**src/verilog/rv32_settings.svh**
```systemverilog
`ifndef RV32_SETTINGS_SVH
`define RV32_SETTINGS_SVH

// Widths
`define XLEN            32
`define ALU_OP_W        5
`define CLASS_W         4
`define TYPE_W          8

// Base opcodes
`define OPC_LOAD        7'b0000011
`define OPC_OPIMM       7'b0010011
`define OPC_AUIPC       7'b0010111
`define OPC_STORE       7'b0100011
`define OPC_RTYPE       7'b0110011
`define OPC_LUI         7'b0110111
`define OPC_BRANCH      7'b1100011
`define OPC_JALR        7'b1100111
`define OPC_JAL         7'b1101111

`define FUNCT7_BASE     7'd0
`define FUNCT7_ALT      7'd32           // SUB and SRA
`define FUNCT7_MULDIV   7'd1

// M extension reuses the same funct3 slots
`define FUNCT3_ADD      3'd0
`define FUNCT3_SLL      3'd1
`define FUNCT3_SLT      3'd2
`define FUNCT3_SLTU     3'd3
`define FUNCT3_XOR      3'd4
`define FUNCT3_SR       3'd5
`define FUNCT3_OR       3'd6
`define FUNCT3_AND      3'd7

// ALU operation codes
`define OP_AND          5'd0
`define OP_OR           5'd1
`define OP_XOR          5'd2
`define OP_ADD          5'd3
`define OP_SUB          5'd4
`define OP_SLT          5'd5
`define OP_SLTU         5'd6
`define OP_SLL          5'd7
`define OP_SRL          5'd8
`define OP_SRA          5'd9
`define OP_LUI          5'd10
`define OP_MUL          5'd11
`define OP_MULH         5'd12
`define OP_MULHSU       5'd13
`define OP_MULHU        5'd14
`define OP_DIV          5'd15
`define OP_DIVU         5'd16
`define OP_REM          5'd17
`define OP_REMU         5'd18
`define OP_NULL         5'd31

// Instruction classes passed between stages
`define CLS_ILLEGAL     4'd0
`define CLS_LOAD        4'd1
`define CLS_STORE       4'd2
`define CLS_OPIMM       4'd3
`define CLS_AUIPC       4'd4
`define CLS_LUI         4'd5
`define CLS_RTYPE       4'd6
`define CLS_MULDIV      4'd7
`define CLS_BRANCH      4'd8
`define CLS_JAL         4'd9
`define CLS_JALR        4'd10

// Bit positions in instrType
`define TYP_DIVREM      7
`define TYP_LOAD        6
`define TYP_STORE       5
`define TYP_R           4
`define TYP_I           3
`define TYP_JAL         2
`define TYP_JALR        1
`define TYP_BRANCH      0

`endif

```
**src/verilog/rv32DecodePkg.sv**
```systemverilog
package rv32DecodePkg;

    // One instruction word, two field layouts
    typedef union packed
    {
        struct packed
        {
            logic [6:0] funct7;
            logic [4:0] rs2;
            logic [4:0] rs1;
            logic [2:0] funct3;
            logic [4:0] rd;
            logic [6:0] opcode;
        } rFormat;

        struct packed
        {
            logic [11:0] imm;      // Top 7 bits pick SRAI
            logic [4:0]  rs1;
            logic [2:0]  funct3;
            logic [4:0]  rd;
            logic [6:0]  opcode;
        } iFormat;
    } instrWord;

endpackage

```
**src/verilog/opcodeClassify.sv**
```systemverilog
`timescale 1ns/1ps
`include "rv32_settings.svh"

module opcodeClassify
    import rv32DecodePkg::*;
(
    input  logic                clk,
    input  logic                rstN,
    input  logic                inValid,
    output logic                inReady,
    input  instrWord            instr,
    output logic                clsValid,
    input  logic                clsReady,
    output instrWord            clsWord,
    output logic [`CLASS_W-1:0] clsCode
);

    logic [`CLASS_W-1:0] nextCode;
    logic                take;

    assign inReady = !clsValid || clsReady;   // Empty or drained this edge
    assign take    = inValid && inReady;

    always_comb
    begin
        case (instr.rFormat.opcode)
            `OPC_LOAD:   nextCode = `CLS_LOAD;
            `OPC_STORE:  nextCode = `CLS_STORE;
            `OPC_OPIMM:  nextCode = `CLS_OPIMM;
            `OPC_AUIPC:  nextCode = `CLS_AUIPC;
            `OPC_LUI:    nextCode = `CLS_LUI;
            `OPC_BRANCH: nextCode = `CLS_BRANCH;
            `OPC_JAL:    nextCode = `CLS_JAL;
            `OPC_JALR:   nextCode = `CLS_JALR;
            `OPC_RTYPE:
            begin
                case (instr.rFormat.funct7)
                    `FUNCT7_BASE,
                    `FUNCT7_ALT:    nextCode = `CLS_RTYPE;
                    `FUNCT7_MULDIV: nextCode = `CLS_MULDIV;
                    default:        nextCode = `CLS_ILLEGAL;   // Unknown funct7
                endcase
            end
            default:     nextCode = `CLS_ILLEGAL;
        endcase
    end

    always_ff @(posedge clk or negedge rstN)
    begin
        if (!rstN)
        begin
            clsValid <= 1'b0;
        end
        else if (inReady)
        begin
            clsValid <= inValid;
        end
    end

    always_ff @(posedge clk)
    begin
        if (take)
        begin
            clsWord <= instr;
            clsCode <= nextCode;
        end
    end

    // Held item must not change until controlGen takes it
    assert property (@(posedge clk) disable iff (!rstN)
        clsValid && !clsReady |=> clsValid && $stable(clsWord) && $stable(clsCode))
    else $error("opcodeClassify: held item changed under stall");

endmodule

```
**src/verilog/controlGen.sv**
```systemverilog
`timescale 1ns/1ps
`include "rv32_settings.svh"

module controlGen
    import rv32DecodePkg::*;
(
    input  logic                 clk,
    input  logic                 rstN,
    input  logic                 clsValid,
    output logic                 clsReady,
    input  instrWord             clsWord,
    input  logic [`CLASS_W-1:0]  clsCode,
    output logic                 outValid,
    input  logic                 outReady,
    output logic                 origA,
    output logic                 origB,
    output logic                 regWrite,
    output logic                 memWrite,
    output logic                 memRead,
    output logic [1:0]           mem2Reg,
    output logic [1:0]           origPc,
    output logic [`ALU_OP_W-1:0] aluOp,
    output logic [`TYPE_W-1:0]   instrType
);

    logic [2:0]           funct3;
    logic                 subSel;
    logic                 sraSel;
    logic [`ALU_OP_W-1:0] baseOp;
    logic [`ALU_OP_W-1:0] mulOp;
    logic [8:0]           nextCtrl;    // origA down to origPc
    logic [`ALU_OP_W-1:0] nextOp;
    logic [`TYPE_W-1:0]   nextType;
    logic                 take;

    assign clsReady = !outValid || outReady;
    assign take     = clsValid && clsReady;

    assign funct3 = clsWord.rFormat.funct3;
    assign subSel = (clsCode == `CLS_RTYPE) && (clsWord.rFormat.funct7 == `FUNCT7_ALT);
    assign sraSel = subSel ||
                    ((clsCode == `CLS_OPIMM) && (clsWord.iFormat.imm[11:5] == `FUNCT7_ALT));

    always_comb
    begin
        case (funct3)
            `FUNCT3_ADD:  baseOp = subSel ? `OP_SUB : `OP_ADD;
            `FUNCT3_SLL:  baseOp = `OP_SLL;
            `FUNCT3_SLT:  baseOp = `OP_SLT;
            `FUNCT3_SLTU: baseOp = `OP_SLTU;
            `FUNCT3_XOR:  baseOp = `OP_XOR;
            `FUNCT3_SR:   baseOp = sraSel ? `OP_SRA : `OP_SRL;
            `FUNCT3_OR:   baseOp = `OP_OR;
            default:      baseOp = `OP_AND;
        endcase
    end

    always_comb
    begin
        case (funct3)
            `FUNCT3_ADD:  mulOp = `OP_MUL;
            `FUNCT3_SLL:  mulOp = `OP_MULH;
            `FUNCT3_SLT:  mulOp = `OP_MULHSU;
            `FUNCT3_SLTU: mulOp = `OP_MULHU;
            `FUNCT3_XOR:  mulOp = `OP_DIV;
            `FUNCT3_SR:   mulOp = `OP_DIVU;
            `FUNCT3_OR:   mulOp = `OP_REM;
            default:      mulOp = `OP_REMU;
        endcase
    end

    always_comb
    begin
        nextCtrl = '0;
        nextOp   = `OP_ADD;
        nextType = '0;
        case (clsCode)
            `CLS_LOAD:
            begin
                nextCtrl = 9'b01101_10_00;
                nextType[`TYP_LOAD] = 1'b1;
            end
            `CLS_STORE:
            begin
                nextCtrl = 9'b01010_00_00;
                nextType[`TYP_STORE] = 1'b1;
            end
            `CLS_OPIMM:
            begin
                nextCtrl = 9'b01100_00_00;
                nextOp   = baseOp;
                nextType[`TYP_I] = 1'b1;
            end
            `CLS_AUIPC:
            begin
                nextCtrl = 9'b11100_00_00;   // PC as operand A
                nextType[`TYP_I] = 1'b1;
            end
            `CLS_LUI:
            begin
                nextCtrl = 9'b01100_00_00;
                nextOp   = `OP_LUI;
                nextType[`TYP_I] = 1'b1;
            end
            `CLS_RTYPE:
            begin
                nextCtrl = 9'b00100_00_00;
                nextOp   = baseOp;
                nextType[`TYP_R] = 1'b1;
            end
            `CLS_MULDIV:
            begin
                nextCtrl = 9'b00100_00_00;
                nextOp   = mulOp;
                nextType[`TYP_R]      = 1'b1;
                nextType[`TYP_DIVREM] = 1'b1;
            end
            `CLS_BRANCH:
            begin
                nextCtrl = 9'b00000_00_01;
                nextType[`TYP_BRANCH] = 1'b1;
            end
            `CLS_JALR:
            begin
                nextCtrl = 9'b00100_01_11;   // Link write and PC from rs1
                nextType[`TYP_JALR] = 1'b1;
            end
            `CLS_JAL:
            begin
                nextCtrl = 9'b00100_01_10;
                nextType[`TYP_JAL] = 1'b1;
            end
            default:  nextOp = `OP_NULL;       // Illegal gives an empty word
        endcase
    end

    always_ff @(posedge clk or negedge rstN)
    begin
        if (!rstN)
        begin
            outValid <= 1'b0;
        end
        else if (clsReady)
        begin
            outValid <= clsValid;
        end
    end

    always_ff @(posedge clk)
    begin
        if (take)
        begin
            {origA, origB, regWrite, memWrite, memRead, mem2Reg, origPc} <= nextCtrl;
            aluOp     <= nextOp;
            instrType <= nextType;
        end
    end

    assert property (@(posedge clk) disable iff (!rstN)
        outValid && !outReady |=> outValid && $stable({origA, origB, regWrite, memWrite,
            memRead, mem2Reg, origPc, aluOp, instrType}))
    else $error("controlGen: output changed under stall");

    // NULL only for words that opcodeClassify marked illegal
    assert property (@(posedge clk) disable iff (!rstN)
        take |=> ((aluOp == `OP_NULL) == ($past(clsCode) == `CLS_ILLEGAL)))
    else $error("controlGen: aluOp NULL does not match illegal class");

endmodule

```
**src/verilog/decodePipe.sv**
```systemverilog
`timescale 1ns/1ps
`include "rv32_settings.svh"

module decodePipe
    import rv32DecodePkg::*;
(
    input  logic                 clk,
    input  logic                 rstN,
    input  logic                 inValid,
    output logic                 inReady,
    input  instrWord             instr,
    output logic                 outValid,
    input  logic                 outReady,
    output logic                 origA,
    output logic                 origB,
    output logic                 regWrite,
    output logic                 memWrite,
    output logic                 memRead,
    output logic [1:0]           mem2Reg,
    output logic [1:0]           origPc,
    output logic [`ALU_OP_W-1:0] aluOp,
    output logic [`TYPE_W-1:0]   instrType
);

    logic                clsValid;
    logic                clsReady;
    instrWord            clsWord;
    logic [`CLASS_W-1:0] clsCode;

    opcodeClassify i_opcodeClassify (
        .clk      (clk),
        .rstN     (rstN),
        .inValid  (inValid),
        .inReady  (inReady),
        .instr    (instr),
        .clsValid (clsValid),
        .clsReady (clsReady),
        .clsWord  (clsWord),
        .clsCode  (clsCode)
    );

    controlGen i_controlGen (
        .clk       (clk),
        .rstN      (rstN),
        .clsValid  (clsValid),
        .clsReady  (clsReady),
        .clsWord   (clsWord),
        .clsCode   (clsCode),
        .outValid  (outValid),
        .outReady  (outReady),
        .origA     (origA),
        .origB     (origB),
        .regWrite  (regWrite),
        .memWrite  (memWrite),
        .memRead   (memRead),
        .mem2Reg   (mem2Reg),
        .origPc    (origPc),
        .aluOp     (aluOp),
        .instrType (instrType)
    );

endmodule

```
**config.mk**
```make
export PLATFORM = sky130hd
export DESIGN_NAME = decodePipe
export DESIGN_NICKNAME = d
export VERILOG_FILES = /design/src/verilog/rv32DecodePkg.sv /design/src/verilog/opcodeClassify.sv /design/src/verilog/controlGen.sv /design/src/verilog/decodePipe.sv
export VERILOG_INCLUDE_DIRS = /design/src /design/src/verilog
export SDC_FILE = /design/constraint.sdc
export NUM_CORES = 1
export LEC_CHECK = 0
export BUFFER_PORTS_ARGS = -buffer_cell sky130_fd_sc_hd__buf_4
export CORE_UTILIZATION = 45
export CTS_CLUSTER_DIAMETER = 40
export DETAILED_ROUTE_END_ITERATION = 8
export PLACE_DENSITY = 0.73
export SLEW_MARGIN = 0
export SYNTH_ARGS = -nofsm -noshare
export SYNTH_HDL_FRONTEND = slang
export SYNTH_SLANG_ARGS = --single-unit
```
**constraint.sdc**
```tcl
create_clock -name clk -period 3.8 [get_ports clk]
set_clock_uncertainty 0.1 [all_clocks]
set_input_delay 0.76 -clock clk [delete_from_list [all_inputs] [get_ports clk]]
set_output_delay 0.76 -clock clk [all_outputs]
set_load 0.02 [all_outputs]
```
==> results.md <==
- The completed layout was analyzed and its total power is 0.8611 mW.
- The register share of total power is 0.566.
- The dominant synthesized flop cell is edfxtp_1.
- The worst path buffer plus inverter count is 0.
- The number of max-slew violations in the final report is 0.
- The core area is approximately 3700 um^2.
- The leakage power total is approximately 0.8 nW.
- Based on the critical path, the design can be clocked at up to 469.1 MHz.
- The H-tree was split into 2 levels.
- The sum of negative setup slack is 0 ns.
- Synthesis produced a netlist whose cell count is 140.
- Row generation in the floorplan step produced 22 rows.
- In the post-synthesis netlist, the biggest area contributors are edfxtp_1 60%, dfrtp_1 2.9%, nand2_1 2.9%.
- Leaving out fill and tap cells, the most frequent cell in the layout is buf_4.
- The total CTS buffers is 5.
- The hold-fix buffer count after cts is 0.
- Of the total power, the share spent switching nets is 0.2412.
- In the final design database the tool counted 220 nets.
- The cell taking the most area after synthesis is edfxtp_1.
- The cell at the root of the clock tree is clkbuf_8.
- Walking the worst path, the cells encountered are or2b_4 -> nor4_4 -> nor4b_1 -> a311o_1.
- Summing over every cut layer, the via total after detailed routing is approximately 1200.
- The number of global-route vias before repair is about 1100.
- The class of the tightest hold or removal check is in2async.
- At the worst endpoint, the arrival time is about 2 ns.
- The multiplexer share of the synthesized area is 0.005848.
- The number of ports placed on the die boundary is 60.
- Of the cells placed in the final design, the portion with a size suffix greater than 1 is 0.3189.
- The synthesis-to-layout area growth is 24.34%.
- The number of hold-slack violations in the final timing report is 0.
- The fraction of the mapped netlist area in simple logic gates is 0.2251.
- For the pin with the worst max-slew slack, the measured transition is 0.8221 ns.
- For this run, the number of Yosys warnings is 0.
- The number of nets with antenna violations after routing is 0.
- The largest stage delay on the critical path is 0.63 ns.
- In this run the cell area of the synthesized design comes to 1712 um^2.
- The power per cell area is approximately 400 nW/um^2.
- TritonCTS built the clock tree.
- The count of maximum capacitance violations is 0.
- Across all setup checks in the final design, the least slack found is 1.668 ns.
- The launching element type of the critical path is a register.
- The clock passes through at most 2 buffers.
- At the worst endpoint, the required time is approximately 3.7 ns.
- The XOR/XNOR share of the synthesized area is 0.01023.
- The type of the worst setup path is reg2reg.
- The terminus of the critical flop-to-flop path is i_controlGen.aluOp[0]$_DFFE_PP_.
- Setup violations remaining at the end of the flow were counted as 0.
- The area of combinational cells with multiple inputs is between 500 and 600 um^2.
- The count of TritonRoute iterations in the first routing pass is 4.
- The overall track demand over capacity in global routing is 0.1571.
- The number of sinks on the clock net is 36.
- The share of flip-flops with an asynchronous set or reset is 0.05556.
- Using the TritonRoute via totals, the vias-per-cell ratio works out to 5.262.
- The number of antenna violations at the first check in global routing is 0.
- In this run, synthesis produced a sequential element count of 36.
- In the final layout, flip-flops and latches occupy 1071 um^2.
- Counting the fill cells in the layout gives 298.
- The share of total power dissipated in the clock network is 0.287.
- The source-to-sink clock delay at the later pin of the worst-skew pair is 0.28 ns.
- VDD sags by at most roughly 0.00021 V.
- After detailed routing, the number of remaining DRC violations is 0.
- The post-synthesis cell type count is 43.
- Along the worst path, the maximum fanout reaches 14.
- The first global-routing pass estimated 4.795 mm of wire.
- The cell-internal power is approximately 0.65 mW.
- The area share of the largest cell type after synthesis is 0.5965.
- The switching power total is roughly 0.21 mW.
- From bottom edge to top edge, the die measures 63.68 um.
- The master of the slowest instance on the critical path is edfxtp_1.
- The maximum number of pins on one net before global-route repair is 21.
- The routed design could run at a clock period as short as 2.132 ns.
- The startpoint identified for the worst register-to-register timing path is i_opcodeClassify.clsCode[2]$_DFFE_PP_.
- In this run the tightest slew margin relative to its limit is 0.4520.
- The congestion estimate from routability-driven global placement came to 0.8539.
- By area, the combinational part of the netlist is dominated by simple AND/OR/NAND/NOR gates.
- Averaged over all synthesized cells, the footprint is roughly 12 um^2.
- Once detailed placement completed, the half-perimeter wirelength came to 2.144 mm.
- Of the total synthesized cell area, the portion taken by full adders, half adders and majority gates is 0.
- The clock-pin slew of the registers on the worst-case setup and hold paths is 0.06 ns.
- The flow ran to the end, and the final reports show no timing, DRC or antenna violations.
- Summed over all layers, the routed wires come to 2.879 mm.
- The count of buffers added on input and output ports is 44.
- Dividing the detail-routed wire length by the instance count gives 12.36 um.
- The synthesized design contains 34 enable-type register cells.
- The register-to-register setup slack is 1.67 ns.
- Buffers added to address setup during post-CTS repair amount to 0.
- Leaving out fill and tap cells, the most frequent cells in the layout are 44 x buf_4, 34 x edfxtp_1, 13 x nand2_1, 11 x nor2_1, 9 x nor3_1.
- The sequential cell area fraction in the yosys report is 0.6257.
- STA classifies the critical path endpoint as a register.
- On the critical path the largest part of the delay comes from simple AND/OR/NAND/NOR gates.
- In this run, the number of DRC markers left after iteration 0 of detailed routing was 28.
- The die is 63.68 um wide.
- Setup repair after global routing left no endpoint under its margin.
- The synthesized net count is 176.
- Counting cells, the worst reg-to-reg path comes to 4.
- The share of the synthesized area in compound gates (AO/OA/AOI/OAI) is 0.08772.
- The die covers about 4000 um^2.
- The final antenna diode count is 0.
- OpenSTA, run right after detailed placement, puts the worst setup slack at 1.623 ns.
- The initial utilization of the core area, before any placement, comes to 0.4675.
- For this run, the share of the core covered by cells in the final layout is 0.5813.
- The final global-route overflow total is 0.
- Dividing the final minimum period by the clock period gives 0.5610.
- The share of total power dissipated in combinational logic is 0.147.
- Once the clock tree was built, the resizer swapped 0 gates to a different size.
[layer usage]
metal	wire length (um)	global-route usage	up-vias
li1	-	-	612
met1	1165	0.1778	558
met2	1466	0.2606	50
met3	199	0.05978	6
met4	48	0.07102	0
met5	0	0	-
[registers in the layout, summed over array words and instances (netlist names), 4 cells and up]
signal,flops
i_controlGen.aluOp,5
i_controlGen.instrType,8
i_opcodeClassify.clsCode,4
i_opcodeClassify.clsWord,10
[how the worst max path moves through the flow]
stage,start,endpoint,slack [ns],depth (start not counted)
floorplan,instr[28],i_opcodeClassify.clsCode[0]$_DFFE_PP_,1.87,4
global placement,instr[28],i_opcodeClassify.clsCode[0]$_DFFE_PP_,1.63,5
detailed placement,instr[28],i_opcodeClassify.clsCode[0]$_DFFE_PP_,1.62,5
CTS,i_opcodeClassify.clsCode[2]$_DFFE_PP_,i_controlGen.aluOp[0]$_DFFE_PP_,1.67,4
global route,i_opcodeClassify.clsCode[2]$_DFFE_PP_,i_controlGen.aluOp[0]$_DFFE_PP_,1.61,4
finish,i_opcodeClassify.clsCode[2]$_DFFE_PP_,i_controlGen.aluOp[0]$_DFFE_PP_,1.67,4
[layout make-up]
cell class | count | area share
Sequential cell | 36 | 0.5032
Multi-Input combinational cell | 91 | 0.2646
Timing Repair Buffer | 44 | 0.1552
Clock buffer | 7 | 0.03586
Tap cell | 48 | 0.02822
Inverter | 6 | 0.01058
Clock inverter | 1 | 0.002352
[Yosys cell counts (4+ instances only)]
cell type	instances
nand2b_1	6
edfxtp_1	34
inv_1	6
nor2_1	11
o21ai_0	4
nor3_1	9
a31oi_1	4
nand2_1	13
[cells by family after synthesis]
family          Yosys count
compound gates           22
xor+xnor                  2
buf+inv                  13
flops                    36
mux                       1
simple gates             66
[through the flow]
stage          hold WS, ns  area (um^2)  std cells
6_report            0.1492         2128        233
4_1_cts             0.1404         2128        233
3_5_place_dp        0.3781         2047        225
3_3_place_gp        0.3615         2047        225
5_1_grt             0.1320         2128        233
2_1_floorplan       0.3490         1712        140
[power groups by stage]
stage / Sequential (mW) / Clock, mW / Combinational [mW]
finish: 0.488 / 0.247 / 0.126
global route: 0.491 / 0.272 / 0.135
CTS: 0.488 / 0.255 / 0.127
detailed placement: 0.496 / 0 / 0.127
global placement: 0.494 / 0 / 0.124
floorplan: 0.509 / 0 / 0.0586
No activity file was read; power rests on OpenSTA's default activity.
